==> config.mk <==
export PLATFORM = sky130hd
export DESIGN_NAME = permuteAggregateTop
export DESIGN_NICKNAME = d
export VERILOG_FILES = /design/src/source/permutePkg.sv /design/src/source/permuteAggregateTop.sv /design/src/source/aggregatingLane.sv /design/src/source/permuteCheck.sv /design/src/source/varSwap.sv /design/src/source/topReceiver.sv /design/src/source/delayLine.sv
export SDC_FILE = /design/constraint.sdc
export NUM_CORES = 1
export LEC_CHECK = 0
export ABC_CLOCK_PERIOD_IN_PS = 6300
export BUFFER_PORTS_ARGS = -buffer_cell sky130_fd_sc_hd__buf_4
export CAP_MARGIN = 30
export CORE_MARGIN = 2
export CORE_UTILIZATION = 60
export CTS_CLUSTER_DIAMETER = 150
export DETAILED_ROUTE_END_ITERATION = 10
export PLACE_DENSITY = 0.77
export SLEW_MARGIN = 10
export SYNTH_ARGS = -nofsm -noshare
export SYNTH_HDL_FRONTEND = slang
export SYNTH_SLANG_ARGS = --single-unit
==> constraint.sdc <==
create_clock -name clk -period 6.3 [get_ports clk]
set_input_delay 1.89 -clock clk [delete_from_list [all_inputs] [get_ports clk]]
set_output_delay 1.89 -clock clk [all_outputs]
set_load 0.005 [all_outputs]
==> src/source/permutePkg.sv <==
package permutePkg;

    // function size
    localparam int VAR_COUNT = 4;
    localparam int BOT_WIDTH = 2 ** VAR_COUNT;  // truth table bits

    // one lane per permutation: identity plus swaps of var 0 with vars 1, 2, 3
    localparam int LANE_COUNT = 4;

    // a weight counts top bits missing from the bot, so 0 up to BOT_WIDTH
    localparam int WEIGHT_WIDTH = 5;

    // per-lane accumulators
    localparam int COUNT_WIDTH = 16;
    localparam int SUM_WIDTH = COUNT_WIDTH + WEIGHT_WIDTH;

    // combined outputs grow two bits over the four-lane adder tree
    localparam int TOTAL_COUNT_WIDTH = COUNT_WIDTH + 2;
    localparam int TOTAL_SUM_WIDTH = SUM_WIDTH + 2;

    // input bot to registered below-top flags
    localparam int CHECK_LATENCY = 1;

    // bit k holds f(x) where x[j] = k[j]
    typedef logic [BOT_WIDTH-1:0] botT;

endpackage
==> src/source/permuteAggregateTop.sv <==
`timescale 1ns/1ps

module permuteAggregateTop import permutePkg::*; (
    input  logic                         clk,
    input  logic                         rstN,

    // top bound loaded two bits per strobe
    input  logic [1:0]                   topChannel,
    input  logic                         topShift,

    // bot stream
    input  botT                          bot,
    input  logic                         botValid,
    input  logic                         batchDone,
    output logic                         slowDownInput,

    // results
    input  logic                         grabResults,
    output logic                         resultsAvailable,
    output logic [TOTAL_SUM_WIDTH-1:0]   pcoeffSum,
    output logic [TOTAL_COUNT_WIDTH-1:0] pcoeffCount,

    output logic [2:0]                   activityMeasure
);

    botT                   top;
    botT                   permuted [LANE_COUNT];
    botT                   checkedBots [LANE_COUNT];
    logic [LANE_COUNT-1:0] belowTop;

    botT                   botD;
    logic [1:0]            flagsD;      // {valid, done} aligned with the check
    logic [LANE_COUNT-1:0] accept;

    logic [LANE_COUNT-1:0] resultReady;
    logic [SUM_WIDTH-1:0]   laneSums [LANE_COUNT];
    logic [COUNT_WIDTH-1:0] laneCounts [LANE_COUNT];
    logic                  laneGrab;

    logic [SUM_WIDTH:0]    sum01;
    logic [SUM_WIDTH:0]    sum23;
    logic [COUNT_WIDTH:0]  count01;
    logic [COUNT_WIDTH:0]  count23;
    logic                  allReady;
    logic [1:0]            act01;
    logic [1:0]            act23;

    topReceiver receiver (
        .clk        (clk),
        .rstN       (rstN),
        .topChannel (topChannel),
        .topShift   (topShift),
        .top        (top)
    );

    // lane 0 is the identity and lane i swaps variables 0 and i
    assign permuted[0] = bot;
    for (genvar i = 1; i < LANE_COUNT; i++) begin : gSwap
        varSwap #(.VAR_A(0), .VAR_B(i)) swap (
            .botIn  (bot),
            .botOut (permuted[i])
        );
    end

    permuteCheck belowTopCheck (
        .clk      (clk),
        .rstN     (rstN),
        .top      (top),
        .bots     (permuted),
        .botValid (botValid),
        .botsOut  (checkedBots),
        .belowTop (belowTop)
    );

    delayLine #(.CYCLES(CHECK_LATENCY), .T(botT)) botPipe (
        .clk  (clk),
        .din  (bot),
        .dout (botD)
    );

    delayLine #(.CYCLES(CHECK_LATENCY), .T(logic [1:0])) flagPipe (
        .clk  (clk),
        .din  ({botValid, batchDone}),
        .dout (flagsD)
    );

    assign accept   = belowTop & {LANE_COUNT{flagsD[1]}};
    assign laneGrab = grabResults & resultsAvailable;  // a grab only counts while results are held

    for (genvar i = 0; i < LANE_COUNT; i++) begin : gLane
        aggregatingLane lane (
            .clk         (clk),
            .rstN        (rstN),
            .top         (top),
            .bot         (i == 0 ? botD : checkedBots[i]),  // identity needs no permuted copy
            .accept      (accept[i]),
            .batchDone   (flagsD[0]),
            .grabResults (laneGrab),
            .resultReady (resultReady[i]),
            .laneSum     (laneSums[i]),
            .laneCount   (laneCounts[i])
        );
    end

    // two-stage adder tree over the lane results
    always_ff @(posedge clk) begin
        sum01       <= {1'b0, laneSums[0]} + {1'b0, laneSums[1]};
        sum23       <= {1'b0, laneSums[2]} + {1'b0, laneSums[3]};
        count01     <= {1'b0, laneCounts[0]} + {1'b0, laneCounts[1]};
        count23     <= {1'b0, laneCounts[2]} + {1'b0, laneCounts[3]};
        pcoeffSum   <= {1'b0, sum01} + {1'b0, sum23};
        pcoeffCount <= {1'b0, count01} + {1'b0, count23};
    end

    // readiness follows the same two stages as the tree
    always_ff @(posedge clk) begin
        if (!rstN) begin
            allReady         <= 1'b0;
            resultsAvailable <= 1'b0;
        end else begin
            allReady         <= &resultReady;
            resultsAvailable <= allReady;
        end
    end

    assign slowDownInput = resultsAvailable;

    // accepting lanes per cycle
    always_ff @(posedge clk) begin
        if (!rstN) begin
            act01           <= '0;
            act23           <= '0;
            activityMeasure <= '0;
        end else begin
            act01           <= {1'b0, accept[0]} + {1'b0, accept[1]};
            act23           <= {1'b0, accept[2]} + {1'b0, accept[3]};
            activityMeasure <= {1'b0, act01} + {1'b0, act23};
        end
    end

endmodule

==> src/source/aggregatingLane.sv <==
`timescale 1ns/1ps

module aggregatingLane import permutePkg::*; (
    input  logic                   clk,
    input  logic                   rstN,
    input  botT                    top,
    input  botT                    bot,
    input  logic                   accept,
    input  logic                   batchDone,
    input  logic                   grabResults,
    output logic                   resultReady,
    output logic [SUM_WIDTH-1:0]   laneSum,
    output logic [COUNT_WIDTH-1:0] laneCount
);

    logic [WEIGHT_WIDTH-1:0] weight;
    logic                    acceptR;
    logic                    doneR;

    logic [SUM_WIDTH-1:0]    accSum;
    logic [COUNT_WIDTH-1:0]  accCount;
    logic [SUM_WIDTH-1:0]    itemSum;
    logic [COUNT_WIDTH-1:0]  itemCount;

    // stage one: weight of this item
    always_ff @(posedge clk) begin
        weight <= WEIGHT_WIDTH'($countones(top & ~bot));  // top bits the bot leaves clear
    end

    always_ff @(posedge clk) begin
        if (!rstN) begin
            acceptR <= 1'b0;
            doneR   <= 1'b0;
        end else begin
            acceptR <= accept;
            doneR   <= batchDone;
        end
    end

    // contribution of the item in stage two, zero when rejected
    assign itemSum   = acceptR ? SUM_WIDTH'(weight) : '0;
    assign itemCount = COUNT_WIDTH'(acceptR);

    // stage two: accumulate, close the batch on done
    always_ff @(posedge clk) begin
        if (!rstN) begin
            accSum      <= '0;
            accCount    <= '0;
            resultReady <= 1'b0;
        end else if (doneR) begin
            accSum      <= '0;  // next batch starts empty
            accCount    <= '0;
            resultReady <= 1'b1;
        end else begin
            accSum   <= accSum + itemSum;
            accCount <= accCount + itemCount;
            if (grabResults) begin
                resultReady <= 1'b0;
            end
        end
    end

    // result holds until the next done, the last item of the batch included
    always_ff @(posedge clk) begin
        if (doneR) begin
            laneSum   <= accSum + itemSum;
            laneCount <= accCount + itemCount;
        end
    end

endmodule

==> src/source/permuteCheck.sv <==
`timescale 1ns/1ps

module permuteCheck import permutePkg::*; (
    input  logic                  clk,
    input  logic                  rstN,
    input  botT                   top,
    input  botT                   bots [LANE_COUNT],
    input  logic                  botValid,
    output botT                   botsOut [LANE_COUNT],
    output logic [LANE_COUNT-1:0] belowTop
);

    logic [LANE_COUNT-1:0] fits;

    // a bot fits when none of its bits lie outside the top
    always_comb begin
        for (int i = 0; i < LANE_COUNT; i++) begin
            fits[i] = (bots[i] & ~top) == '0;
        end
    end

    always_ff @(posedge clk) begin
        for (int i = 0; i < LANE_COUNT; i++) begin
            botsOut[i] <= bots[i];
        end
    end

    always_ff @(posedge clk) begin
        if (!rstN) begin
            belowTop <= '0;
        end else begin
            belowTop <= fits & {LANE_COUNT{botValid}};
        end
    end

endmodule

==> src/source/varSwap.sv <==
`timescale 1ns/1ps

module varSwap import permutePkg::*; #(
    parameter int VAR_A = 0,
    parameter int VAR_B = 1
) (
    input  botT botIn,
    output botT botOut
);

    // output bit k reads the input entry with bits VAR_A and VAR_B of k exchanged,
    // which is the same function with the two variables renamed
    for (genvar k = 0; k < BOT_WIDTH; k++) begin : gBit
        localparam int BIT_A = (k >> VAR_A) & 1;
        localparam int BIT_B = (k >> VAR_B) & 1;
        localparam int KEEP_MASK = ~((1 << VAR_A) | (1 << VAR_B));
        localparam int SRC = (k & KEEP_MASK) | (BIT_A << VAR_B) | (BIT_B << VAR_A);

        assign botOut[k] = botIn[SRC];
    end

endmodule

==> src/source/topReceiver.sv <==
`timescale 1ns/1ps

module topReceiver import permutePkg::*; (
    input  logic       clk,
    input  logic       rstN,
    input  logic [1:0] topChannel,
    input  logic       topShift,
    output botT        top
);

    // most significant pair arrives first, so after eight strobes
    // the first pair sits at the top of the register
    always_ff @(posedge clk) begin
        if (!rstN) begin
            top <= '0;
        end else if (topShift) begin
            top <= {top[BOT_WIDTH-3:0], topChannel};
        end
    end

endmodule

==> src/source/delayLine.sv <==
`timescale 1ns/1ps

module delayLine #(
    parameter int CYCLES = 1,
    parameter type T = logic
) (
    input  logic clk,
    input  T     din,
    output T     dout
);

    T stages [CYCLES];  // stages[0] is the newest sample

    always_ff @(posedge clk) begin
        stages[0] <= din;
        for (int i = 1; i < CYCLES; i++) begin
            stages[i] <= stages[i-1];
        end
    end

    assign dout = stages[CYCLES-1];

endmodule

After elaboration in Yosys (flattened, before gate mapping):

Memories as Yosys holds them, arrays and structs flattened.
Index checks and enable logic that the tools add are counted.

* add/sub/neg operators: 77
* multiplexer cells: 6
* bitwise operators: 17
* reduce and logical (&&, ||, !) cells: 6

Operator list (count)
* $add 5x5->5: 28
* $and 16x16->16: 8
* $add 21x21->21: 4
* $not 16->16: 5
* $add 1x1->2: 34
* $add 16x1->16: 4
* $logic_not 16->1: 4
* $add 21x21->22: 2
* $add 16x16->17: 2
* $add 22x22->23: 1
* $mux 5: 4
* $add 17x17->18: 1
* $and 4x4->4: 2
* $add 2x2->3: 1
* $mux 1: 2
* $reduce_bool 2->1: 1
* $reduce_or 2->1: 1
* $and 1x1->1: 1
* $not 1->1: 1

* register bits after elaboration: 518
* memory bits (writable): 18
* output and inout port bits: 46
* logic and storage cells: 150
* memories: 2

Memories
* botPipe.stages: depth 1, bits a word 16, rd ports 1, clocked after Yosys merged registers in 0, wr ports 1, RTL line delayLine.sv:12 `T stages [CYCLES];`
* flagPipe.stages: depth 1, bits a word 2, rd ports 1, clocked after Yosys merged registers in 0, wr ports 1, RTL line delayLine.sv:12

Depth between registers and ports, before layout:

Gate-level depths: netlist of the first run.
An unclocked memory read counts as a cell.

* depth in word-level cells: 7
* depth in mapped cells: 15

Modules after synthesis:

A second synthesis of the first run with hierarchy kept.

* cell total of the unflattened synthesis: 2307
* area total of the unflattened synthesis: 25674.6 um2

Modules (own cells, without submodules)
* aggregatingLane at gLane[0].lane ...: times used 3, cells an instance 303, area each 3689.8 um2
* permuteAggregateTop: times used 1, cells an instance 845, area each 7821.3 um2
* aggregatingLane at gLane[1].lane: times used 1, cells an instance 304, area each 3656.0 um2
* permuteCheck: times used 1, cells an instance 132, area each 1791.7 um2
* topReceiver: times used 1, cells an instance 51, area each 615.6 um2
* varSwap: times used 3, cells an instance 16, area each 120.1 um2
* delayLine at botPipe: times used 1, cells an instance 16, area each 320.3 um2
* delayLine at flagPipe: times used 1, cells an instance 2, area each 40.0 um2

Least setup slack after synthesis of the first run:

Ideal clock, no wire load.

* kind: reg-to-reg
* from: register, netlist name gLane[2].lane.doneR
* to: register gLane[0].lane.accCount[10]
* setup time: 0.115 ns
* arrival: 4.404 ns
* required time: 6.185 ns
* path slack: 1.781 ns
* stages on the path, launching flop included: 6
* path buffers: 3
* path through: dfxtp_1 -> nor2b_1 -> clkbuf_1 -> clkbuf_1 -> clkbuf_1 -> and2_1

RTL lines
* to (signal assigned): RTL line aggregatingLane.sv:56 `accCount <= accCount + itemCount;`
* to (decl): RTL line aggregatingLane.sv:21 `logic [COUNT_WIDTH-1:0] accCount;`

Worst setup path in the final report of the first run:

* from: register receiver.top[11]
* to: register gLane[1].lane.weight[3]

* cells in the longest elaborated chain, start to end: 5

RTL lines
* from (decl): RTL line topReceiver.sv:8 `output botT top`
* from (signal assigned): RTL line topReceiver.sv:17 `top <= {top[BOT_WIDTH-3:0], topChannel};`
* $and 16x16->16: RTL line aggregatingLane.sv:27 `weight <= WEIGHT_WIDTH'($countones(top & ~bot));`
* $add 1x1->2 (not written as such): RTL line aggregatingLane.sv:27
* $add 5x5->5 (not written as such) (3 in series): RTL line aggregatingLane.sv:27
* to (signal assigned): RTL line aggregatingLane.sv:27
* to (decl): RTL line aggregatingLane.sv:16 `logic [WEIGHT_WIDTH-1:0] weight;`

Every way passes these cells.
A chain may end at the register's enable or synchronous reset.

==> summary.txt, run 1 <==
Timing
  – Max Freq: 0.242 GHz
  – RSZ-0062 raised after global routing: false
  – Fin crit share: 65.6%
  – Final hold slack: 0.438 ns
  – Worst Clk Skew: 0.0106 ns
  – Final critical-path required period: 4.13 ns
  – Setup Viol. Count Final: 0
  – Final-report max-slew violation count: 0
  – Slew @ Worst Pin: 0.926 ns
  – Setup TNS: 0 ns
  – Fin. Hold Viols: 0
  – Worst slew margin: 38.3%

Detailed routing
  – Initial DRT Pass Iterations: 5
  – DRC Markers: 0
  – Routed Antenna Nets: 0
  – 1st-iter DRT viols: 846
  – Vias/cell: 5.49
  – Total Wirelength: 46500 um
  – Routed vias: 15500
  – Wire length per cell: 16.5 um

Placement
  – DP HPWL: 34300 um
  – Routability cong.: 0.888
  – Buffers on Ports: 69

Global route
  – Largest net degree at the start of global routing: 75
  – GRT overflow: 0
  – Initial antenna violation count: 2
  – First-pass GRT wire length: 78000 um
  – GR Util met1: 31.3%
  – Gr busiest metal: met2
  – Met2 Resource Use GR: 38.8%
  – GRT met3 Usage: 3.90%
  – Gr usage total: 23.2%
  – Vias in the first global route: 15800

Synthesis
  – Register bit total from synthesis: 488
  – Adder-Cell Fraction of Synth Area: 14.9%
  – Top-area cell type share of the netlist area: 28.9%
  – Synthesized cell area: 23600 um^2
  – Top FF cell, synth: dfxtp_1
  – Sequential area share after synthesis: 47.7%
  – Asr flop ratio synth: 0%
  – Netlist cell types: 80
  – Synth area leader: dfxtp_1
  – Number of enable flip-flop cells after synthesis: 148
  – Synth cell count leaders: dfxtp_1 (340), ha_1 (192), and2_1 (176)
  – Main combinational cell family by area after synthesis: simple AND/OR/NAND/NOR gates
  – Mapped Cells: 2177
  – Mux cell area share after synthesis: 0.721%
  – Compound-gate portion of the synthesized area: 9.73%
  – Avg Cell Area, Syn: 10.8 um^2
  – Most common cell in the synthesized netlist: dfxtp_1
  – Synth Area in XOR/XNOR: 8.47%
  – Simple-gate share of the synthesized area: 15.3%
  – Yosys warnings: 0
  – Syn_nets: 2448
  – Main area contributors after synthesis: dfxtp_1 (29%), edfxtp_1 (19%), ha_1 (10%)

Floorplan
  – Core area: 38700 um^2
  – Core Rows: 72
  – Starting Density: 60.9%
  – Die Y: 202 um
  – Die Area: 40900 um^2
  – Die width: 202 um
  – Number of I/O pins: 70

Hold path
  – Worst hold stages: 1
  – Worst Hold Class: reg2reg

Worst setup path
  – Worst reg2reg path depth: 11
  – CP arrival: 4.64 ns
  – Crit start category: register
  – Worst path required time: 6.80 ns
  – CP Max Fanout: 6
  – Setup crit end kind: register
  – WS Path Type: reg2reg
  – R2R Setup Slk: 2.17 ns

Power and ir drop
  – Pleak: 12.2 nW
  – Worst VDD drop: 0.000186 V
  – Tot Pwr: 6.60 mW
  – Pwr/cell area: 250 nW/um^2

Clocking
  – Clock transition at the registers of the reported paths: 0.07 ns
  – Cts bufs inserted: 51
  – Skew-Pair Late Insertion Delay: 0.59 ns
  – Hold buffer count at CTS: 0
  – CTS resizes: 0
  – Setup Buffers After CTS: 0
  – CTS Root Cell: clkbuf_16
  – CTS tree: yes
  – Clock Path Buffers: 3
  – Clock sinks: 488
  – H-tree Lvls: 2

Outcome
  – Status: finished, final reports clean

Layout
  – Ant diodes: 0
  – Area growth syn-to-layout: 12.0%
  – Seq. cell area: 11300 um^2
  – Filler Cells Inserted: 2909
  – Multi-input gate area: 11600 um^2
  – Layout cells sized above 1: 8.16%
  – Final #Nets: 2533

Job
  – Max Cap Viol: 0
## where the power goes
part | leakage (nW) | switching, mW | internal (mW)
combinational | 6.87 | 0.0970 | 0.0718
clock | 0.871 | 1.25 | 1.88
sequential | 4.46 | 0.0270 | 3.27
total | 12.2 | 1.38 | 5.22
## worst max-delay path, stage by stage (launching register included)
cell	delay, ns
dfxtp_1	0.41
nor2b_1	0.50
nand2_1	0.17
fa_1	0.53
inv_1	0.06
fa_1	0.50
fa_1	0.51
fa_1	0.56
ha_1	0.17
inv_1	0.06
fa_1	0.38
xnor2_1	0.20
## logic make-up (layout without fill, tap and decap cells)
group	Yosys count	after routing
AND/OR/NAND/NOR	657	657
flip-flops	488	488
buffers and inverters	199	326
XOR/XNOR	228	228
AO/OA/AOI/OAI	341	341
multiplexers	17	17
adder cells (fa/ha/maj)	247	247
## worst paths after layout
| kind | from | end |
|---|---|---|
| hold reg to reg | flagPipe.stages[0][0] | gLane[2].lane.doneR |
| hold / removal | flagPipe.stages[0][0] | gLane[2].lane.doneR |
| setup / recovery | receiver.top[11] | gLane[1].lane.weight[3] |
| setup reg to reg | receiver.top[11] | gLane[1].lane.weight[3] |
## state kept, by name, summed over array words and instances (netlist names), 15 cells and up
signal,cells
gLane.lane.accSum,84
gLane.lane.laneSum,84
gLane.lane.accCount,64
gLane.lane.laneCount,64
pcoeffSum,23
sum01,22
sum23,22
gLane.lane.weight,20
pcoeffCount,18
count01,17
count23,17
receiver.top,16
botPipe.stages,15
## layout by cell type, fill, tap and decap left out, drive strengths merged, types with 64 or more instances in the layout
| cell | n |
|---|---|
| dfxtp | 340 |
| ha | 192 |
| and2 | 177 |
| inv | 162 |
| xnor2 | 159 |
| edfxtp | 148 |
| nor2 | 117 |
| a21oi | 95 |
| nand2 | 94 |
| buf | 73 |
| xor2 | 69 |
| nor2b | 69 |
| nand3 | 64 |
## per-layer routing
metal	up-vias	share of wire [%]
li1	7666	-
met1	7395	46
met2	342	47
met3	81	4.4
met4	2	2.1
met5	-	0.028
## stage by stage
step / worst slack, ns / std cells / utilization (%) / cell area (um^2)
global route: 1.94 / 2822 / 68.2 / 26400
CTS: 2.18 / 2822 / 68.2 / 26400
detailed placement: 2.16 / 2727 / 63.6 / 24600
floorplan: 1.78 / 2177 / - / 23600
global placement: 2.32 / 2726 / 63.5 / 24600
finish: 2.17 / 2822 / 68.2 / 26400
## layout make-up
| cell class | instances | share of cell area, % |
|---|---|---|
| clock buffer | 61 | 5.17 |
| clock inverter | 34 | 1.53 |
| inverter | 158 | 2.25 |
| multi-input combinational | 1490 | 43.8 |
| sequential | 488 | 42.6 |
| tap | 518 | 2.45 |
| timing repair buffer | 73 | 2.15 |
(Power assumes the default switching activity.)
==> run 2: changes to the inputs <==
--- a/config.mk
+++ b/config.mk
@@ -5,11 +5,12 @@
 export SDC_FILE = /design/constraint.sdc
 export NUM_CORES = 1
 export LEC_CHECK = 0
-export ABC_CLOCK_PERIOD_IN_PS = 6300
+export ABC_AREA = 1
+export ABC_CLOCK_PERIOD_IN_PS = 3500
 export BUFFER_PORTS_ARGS = -buffer_cell sky130_fd_sc_hd__buf_4
 export CAP_MARGIN = 30
 export CORE_MARGIN = 2
-export CORE_UTILIZATION = 60
+export CORE_UTILIZATION = 57
 export CTS_CLUSTER_DIAMETER = 150
 export DETAILED_ROUTE_END_ITERATION = 10
 export PLACE_DENSITY = 0.77
==> constraint.sdc (replaced) <==
create_clock -name clk -period 3.5 [get_ports clk]
set_input_delay 1.05 -clock clk [delete_from_list [all_inputs] [get_ports clk]]
set_output_delay 1.05 -clock clk [all_outputs]
set_load 0.005 [all_outputs]
==> summary.txt, run 2 <==
Outcome
  – Status: finished with violations
  – Violated checks: setup timing

Detailed routing
  – Wire length per cell: 13.7 um (-17%)
  – Routed Antenna Nets: 0 (unchanged)
  – 1st-iter DRT viols: 1425 (+68%)
  – Routed vias: 21700 (+40%)
  – DRC Markers: 0 (unchanged)
  – Total Wirelength: 58700 um (+26%)
  – Initial DRT Pass Iterations: 7 (+2)
  – Vias/cell: 5.07 (-7.6%)

Timing
  – Max Freq: 0.275 GHz (+14%)
  – Worst slew margin: 42.3% (+4.0 points)
  – Setup Viol. Count Final: 9 (+9)
  – Slew @ Worst Pin: 0.865 ns (-0.0603 ns)
  – Final-report max-slew violation count: 0 (unchanged)
  – Final critical-path required period: 3.64 ns (-0.495 ns)
  – Final WS setup: -0.139 ns (-2.30 ns)
  – Fin. Hold Viols: 0 (unchanged)
  – Worst Clk Skew: 0.0214 ns (+0.0108 ns)
  – RSZ-0062 raised after global routing: true
  – Fin crit share: 104% (+38 points)
  – Setup TNS: -0.632 ns (-0.632 ns)

Worst setup path
  – FF-to-FF Start: receiver.top[5]
  – Worst Setup EP: gLane[3].lane.weight[2]
  – Worst Setup SP: receiver.top[5]
  – CP arrival: 4.14 ns (-0.50 ns)
  – Crit start category: register
  – Worst path required time: 4.00 ns (-2.80 ns)
  – Worst reg2reg path depth: 11 (unchanged)
  – Reg2reg end: gLane[3].lane.weight[2]
  – CP Max Fanout: 3 (-3)
  – Setup crit end kind: register
  – WS Path Type: reg2reg
  – R2R Setup Slk: -0.14 ns (-2.30 ns)

Synthesis
  – Compound-gate portion of the synthesized area: 5.56% (-4.2 points)
  – Netlist cell types: 49 (-39%)
  – Number of enable flip-flop cells after synthesis: 148 (unchanged)
  – Synth area leader: dfxtp_1
  – Register bit total from synthesis: 488 (unchanged)
  – Top-area cell type share of the netlist area: 25.4% (-3.4 points)
  – Simple-gate share of the synthesized area: 27.0% (+12 points)
  – Adder-Cell Fraction of Synth Area: 13.1% (-1.8 points)
  – Synth Area in XOR/XNOR: 3.32% (-5.1 points)
  – Synthesized cell area: 26800 um^2 (+14%)
  – Sequential area share after synthesis: 42.0% (-5.7 points)
  – Most common cell in the synthesized netlist: nand2_1
  – Mux cell area share after synthesis: 0% (-0.72 points)
  – Top FF cell, synth: dfxtp_1
  – Main combinational cell family by area after synthesis: simple AND/OR/NAND/NOR gates
  – Syn_nets: 3739 (+53%)
  – Yosys warnings: 0 (unchanged)
  – Asr flop ratio synth: 0% (unchanged)
  – Avg Cell Area, Syn: 7.72 um^2 (-29%)
  – Mapped Cells: 3468 (+59%)
  – Synth cell count leaders: nand2_1 (982), inv_1 (607), nor2_1 (347)
  – Main area contributors after synthesis: dfxtp_1 (25%), edfxtp_1 (17%), nand2_1 (14%)

Clocking
  – Skew-Pair Late Insertion Delay: 0.60 ns (about the same)
  – Clock sinks: 488 (unchanged)
  – Clock transition at the registers of the reported paths: 0.06 ns (about the same)
  – CTS tree: yes
  – Cts bufs inserted: 52 (+2.0%)
  – CTS Root Cell: clkbuf_16
  – Hold buffer count at CTS: 0 (unchanged)
  – H-tree Lvls: 2 (unchanged)
  – Clock Path Buffers: 3 (unchanged)

Placement
  – Routability cong.: 0.939 (+5.8%)
  – Buffers on Ports: 69 (unchanged)
  – DP HPWL: 44400 um (+29%)
  – Placed insts: 4172 (+53%)
  – Pre-CTS WS: -0.287 ns (-2.45 ns)

Floorplan
  – Number of I/O pins: 70 (unchanged)
  – Starting Density: 57.6% (-3.2 points)
  – Die Y: 221 um (+9.1%)
  – Die Area: 48700 um^2 (+19%)
  – Die width: 221 um (+9.1%)
  – Core area: 46500 um^2 (+20%)
  – Core Rows: 79 (+9.7%)

Global route
  – Largest net degree at the start of global routing: 149 (+99%)
  – Gr usage total: 24.8% (+1.6 points)
  – Initial antenna violation count: 0 (-2)
  – GRT overflow: 0 (unchanged)
  – First-pass GRT wire length: 97900 um (+26%)
  – Vias in the first global route: 20700 (+31%)

Hold path
  – Hold Startpoint: flagPipe.stages[0][0]
  – Worst Hold Class: reg2reg

Power and ir drop
  – Pleak: 15.7 nW (+28%)
  – Pwr/cell area: 404 nW/um^2 (+61%)
  – Tot Pwr: 12.3 mW (+86%)
  – Worst VDD drop: 0.000356 V (+91%)

Job
  – Max Cap Viol: 0 (unchanged)

Layout
  – Ant diodes: 0 (unchanged)
  – Area growth syn-to-layout: 13.9%
  – Most common cell after layout, fill and taps aside: nand2_1
  – Post-Layout Cell Count: 4283 (+52%)
  – Largest regs: gLane.lane.accSum x84, gLane.lane.laneSum x84
  – Layout cells sized above 1: 10.7% (+2.5 points)
  – Final #Nets: 3903 (+54%)
  – Final Util: 65.6% (-2.5 points)
  – Most frequent cells in the layout: nand2_1 (979), inv_1 (578), dfxtp_1 (325)
[run 2: cell count changes after synthesis, moves of 21 or more]
| cell | before | now |
|---|---|---|
| inv_1 | 158 | 607 |
| a21oi_1 | 91 | 172 |
| o21a_1 | 22 | 1 |
| nor3_1 | 27 | 62 |
| and2_1 | 176 | 13 |
| a21o_1 | 54 | 2 |
| xnor2_1 | 159 | 32 |
| nand4_1 | 20 | 48 |
| nand2_1 | 94 | 982 |
| nor2b_1 | 69 | 7 |
| nor2_1 | 117 | 347 |
| clkbuf_1 | 36 | 15 |
| nand3_1 | 64 | 192 |
| nand2b_1 | 23 | 0 |
[run 2: per-layer routing]
| metal | GRT usage (%) | vias up | routed length, um |
|---|---|---|---|
| li1 | - | 11300 | - |
| met1 | 35.2 | 9848 | 28300 |
| met2 | 39.6 | 495 | 26000 |
| met3 | 3.02 | 101 | 2860 |
| met4 | 7.67 | 0 | 1450 |
| met5 | 0 | - | 0 |
[run 2: logic make-up (layout without fill, tap and decap cells)]
| kind of cell | after synthesis | count (layout) |
|---|---|---|
| buf+inv | 639 | 847 |
| flops | 488 | 488 |
| simple gates | 1723 | 1723 |
| fa+ha+maj | 247 | 247 |
| xor+xnor | 98 | 98 |
| compound gates | 273 | 273 |
[run 2: cell type report]
type,count,area [um^2]
clock buffer,71,1480
inverter,616,2320
timing repair buffer,133,1030
sequential,488,11300
fill,3896,16000
multi-input combinational,2341,13400
tap,607,759
clock inverter,27,224
[run 2: power by group]
| part | leakage, nW | switching [mW] | internal, mW | total, mW |
|---|---|---|---|---|
| clock | 0.837 | 2.26 | 3.17 | 5.43 |
| combinational | 10.4 | 0.478 | 0.354 | 0.832 |
| sequential | 4.44 | 0.0654 | 5.98 | 6.04 |
| total | 15.7 | 2.81 | 9.50 | 12.3 |
[run 2: through the flow]
| step | hold slack [ns] | instance area (um^2) |
|---|---|---|
| after global placement | 0.403 | 28400 |
| after detailed placement | 0.408 | 28400 |
| after CTS | 0.418 | 30300 |
| final | 0.413 | 30500 |
| after floorplan | 0.390 | 26800 |
| after global routing | 0.438 | 30500 |
[run 2: how the worst min path moves through the flow]
stage                                to  slack (ns)  cells after the start
floorplan           gLane[2].lane.doneR        0.39                      2
global placement    gLane[2].lane.doneR        0.40                      2
detailed placement  gLane[2].lane.doneR        0.41                      2
CTS                 gLane[2].lane.doneR        0.42                      2
global route        gLane[2].lane.doneR        0.44                      2
finish              gLane[2].lane.doneR        0.41                      2
[run 2: worst max-delay path: stages, from the launching register on]
cell	delay (ns)
dfxtp_2	0.33
inv_2	0.05
or2_4	0.26
nor3_4	0.14
fa_1	0.49
fa_1	0.55
fa_1	0.43
fa_1	0.52
ha_2	0.20
inv_2	0.04
fa_2	0.52
inv_2	0.03
[run 2: what timing repair did]
item,CTS,global route
setup endpoints to repair,8,12
gates resized for setup,32,62
setup buffers,8,6
pin swaps,23,32
==> run 3: changes to the inputs <==
--- a/config.mk
+++ b/config.mk
@@ -9,6 +9,7 @@
 export ABC_CLOCK_PERIOD_IN_PS = 3500
 export BUFFER_PORTS_ARGS = -buffer_cell sky130_fd_sc_hd__buf_4
 export CAP_MARGIN = 30
+export CORE_ASPECT_RATIO = 0.7
 export CORE_MARGIN = 2
 export CORE_UTILIZATION = 57
 export CTS_CLUSTER_DIAMETER = 150
==> summary.txt, run 3 (synthesis results as in run 2) <==
Clocking
  – H-tree Lvls: 2 (unchanged)
  – Cts bufs inserted: 48 (-7.7%)
  – CTS tree: yes
  – Skew-Pair Late Insertion Delay: 0.60 ns (about the same)
  – Clock transition at the registers of the reported paths: 0.06 ns (about the same)
  – Clock Path Buffers: 3 (unchanged)
  – Clock sinks: 488 (unchanged)
  – CTS Root Cell: clkbuf_16

Outcome
  – Status: finished with violations
  – Violated checks: setup timing

Timing
  – Fin crit share: 107% (+3.2 points)
  – RSZ-0062 raised after global routing: true
  – Final WS setup: -0.251 ns (-0.112 ns)
  – Final-report max-slew violation count: 0 (unchanged)
  – Worst Clk Skew: 0.0195 ns (-0.00184 ns)
  – Max Freq: 0.267 GHz (-3.0%)
  – Slew @ Worst Pin: 0.955 ns (+0.0901 ns)
  – Setup TNS: -0.949 ns (-0.317 ns)
  – Worst slew margin: 36.3% (-6.0 points)
  – Final critical-path required period: 3.75 ns (+0.112 ns)
  – Setup Viol. Count Final: 9 (unchanged)
  – Final hold slack: 0.411 ns (-0.00250 ns)
  – Fin. Hold Viols: 0 (unchanged)

Layout
  – Filler Cells Inserted: 3818 (-2.0%)
  – Ant diodes: 0 (unchanged)
  – Layout cells sized above 1: 10.9% (+0.19 points)
  – Area growth syn-to-layout: 14.1%
  – Largest regs: gLane.lane.accSum x84, gLane.lane.laneSum x84
  – Post-Layout Cell Count: 4288 (+0.12%)
  – Final #Nets: 3907 (+0.10%)
  – Most frequent cells in the layout: nand2_1 (981), inv_1 (576), nor2_1 (327)
  – Most common cell after layout, fill and taps aside: nand2_1

Global route
  – Gr usage total: 25.6% (+0.82 points)
  – Vias in the first global route: 20200 (-2.2%)
  – First-pass GRT wire length: 100000 um (+2.5%)
  – Initial antenna violation count: 1 (+1)
  – Largest net degree at the start of global routing: 149 (unchanged)
  – GRT overflow: 0 (unchanged)

Hold path
  – Worst Hold Class: reg2reg

Detailed routing
  – Initial DRT Pass Iterations: 6 (-1)
  – Total Wirelength: 62000 um (+5.7%)
  – Vias/cell: 5.14 (+1.4%)
  – 1st-iter DRT viols: 1952 (+37%)
  – DRC Markers: 0 (unchanged)
  – Routed vias: 22000 (+1.5%)
  – Wire length per cell: 14.5 um (+5.5%)
  – Routed Antenna Nets: 0 (unchanged)

Worst setup path
  – Worst Setup SP: receiver.top[11]
  – CP Max Fanout: 4 (+1)
  – Reg2reg end: gLane[1].lane.weight[2]
  – Crit start category: register
  – WS Path Type: reg2reg
  – Worst reg2reg path depth: 13 (+2)
  – Worst path required time: 3.99 ns (about the same)
  – R2R Setup Slk: -0.25 ns (-0.11 ns)
  – Setup crit end kind: register
  – CP arrival: 4.24 ns (+0.10 ns)
  – Worst Setup EP: gLane[1].lane.weight[2]
  – FF-to-FF Start: receiver.top[11]

Floorplan
  – Die Area: 48800 um^2 (about the same)
  – Number of I/O pins: 70 (unchanged)
  – Die Y: 185 um (-16%)
  – Core Rows: 66 (-16%)
  – Core area: 46400 um^2 (-0.10%)
  – Starting Density: 57.7% (+0.059 points)
  – Die width: 263 um (+19%)

Power and ir drop
  – Pleak: 15.7 nW (+0.45%)
  – Worst VDD drop: 0.000291 V (-18%)
  – Pwr/cell area: 407 nW/um^2 (+0.81%)
  – Tot Pwr: 12.4 mW (+0.99%)

Placement
  – Pre-CTS WS: -0.273 ns (+0.0136 ns)
  – DP HPWL: 47400 um (+6.7%)
  – Placed insts: 4178 (+0.14%)
  – Buffers on Ports: 69 (unchanged)
  – Routability cong.: 0.960 (+2.2%)

Job
  – Max Cap Viol: 0 (unchanged)
==> run 3: cell types whose count changed in the layout (fill, tap and decap cells not counted), moves of 5 or more <==
cell,delta
clkinv_1,-7
inv_4,+5
clkbuf_1,-7
nor2_2,-7
nor2_1,+5
buf_4,+8
==> run 3: repair_timing <==
item,4_1_cts,5_1_grt
endpoints found under the setup margin,9,10
pin swaps,25,30
buffers inserted,9,11
resized for setup,51,41
hold buffers,0,0
==> run 3: per-layer routing <==
layer | track usage (%) | wire length, um | vias up
met4 | 5.76 | 1010 | 0
met3 | 4.53 | 4680 | 86
met1 | 40.7 | 32400 | 10000
met5 | 0 | 0 | -
met2 | 35.6 | 23800 | 646
li1 | - | - | 11300
==> run 3: power by group <==
| group | switching, mW | internal [mW] |
|---|---|---|
| sequential | 0.0657 | 5.98 |
| combinational | 0.508 | 0.365 |
| clock | 2.27 | 3.24 |
| total | 2.85 | 9.58 |
==> run 3: stage by stage <==
stage,utilization [%],cell area [um^2]
after global routing,65.8,30500
after CTS,65.4,30400
after floorplan,-,26800
final,65.8,30500
after detailed placement,61.3,28500
after global placement,61.3,28500
==> run 3: critical path: stages, from the launching register on <==
cell and delay [ns]:
dfxtp_2 0.33, inv_1 0.07, nor2_4 0.21, buf_4 0.15, xnor2_1 0.11, fa_1 0.56, inv_2 0.05, fa_2 0.35
fa_1 0.50, fa_1 0.53, ha_2 0.19, inv_2 0.04, fa_2 0.52, inv_1 0.03
==> run 3: how the worst min path moves through the flow <==
stage / start / to / cells after the start
global placement: flagPipe.stages[0][0] / gLane[2].lane.doneR / 2
floorplan: flagPipe.stages[0][0] / gLane[2].lane.doneR / 2
detailed placement: flagPipe.stages[0][0] / gLane[2].lane.doneR / 2
CTS: flagPipe.stages[0][0] / gLane[2].lane.doneR / 2
global route: flagPipe.stages[0][0] / gLane[2].lane.doneR / 2
finish: flagPipe.stages[0][0] / gLane[2].lane.doneR / 2
==> run 3: layout make-up <==
type | count | area (um^2) | area share (%)
Clock buffer | 63 | 1410 | 4.62
Clock inverter | 27 | 297 | 0.971
Inverter | 616 | 2330 | 7.62
Multi-Input combinational cell | 2341 | 13400 | 43.8
Sequential cell | 488 | 11300 | 36.9
Tap cell | 612 | 766 | 2.51
Timing Repair Buffer | 141 | 1100 | 3.60
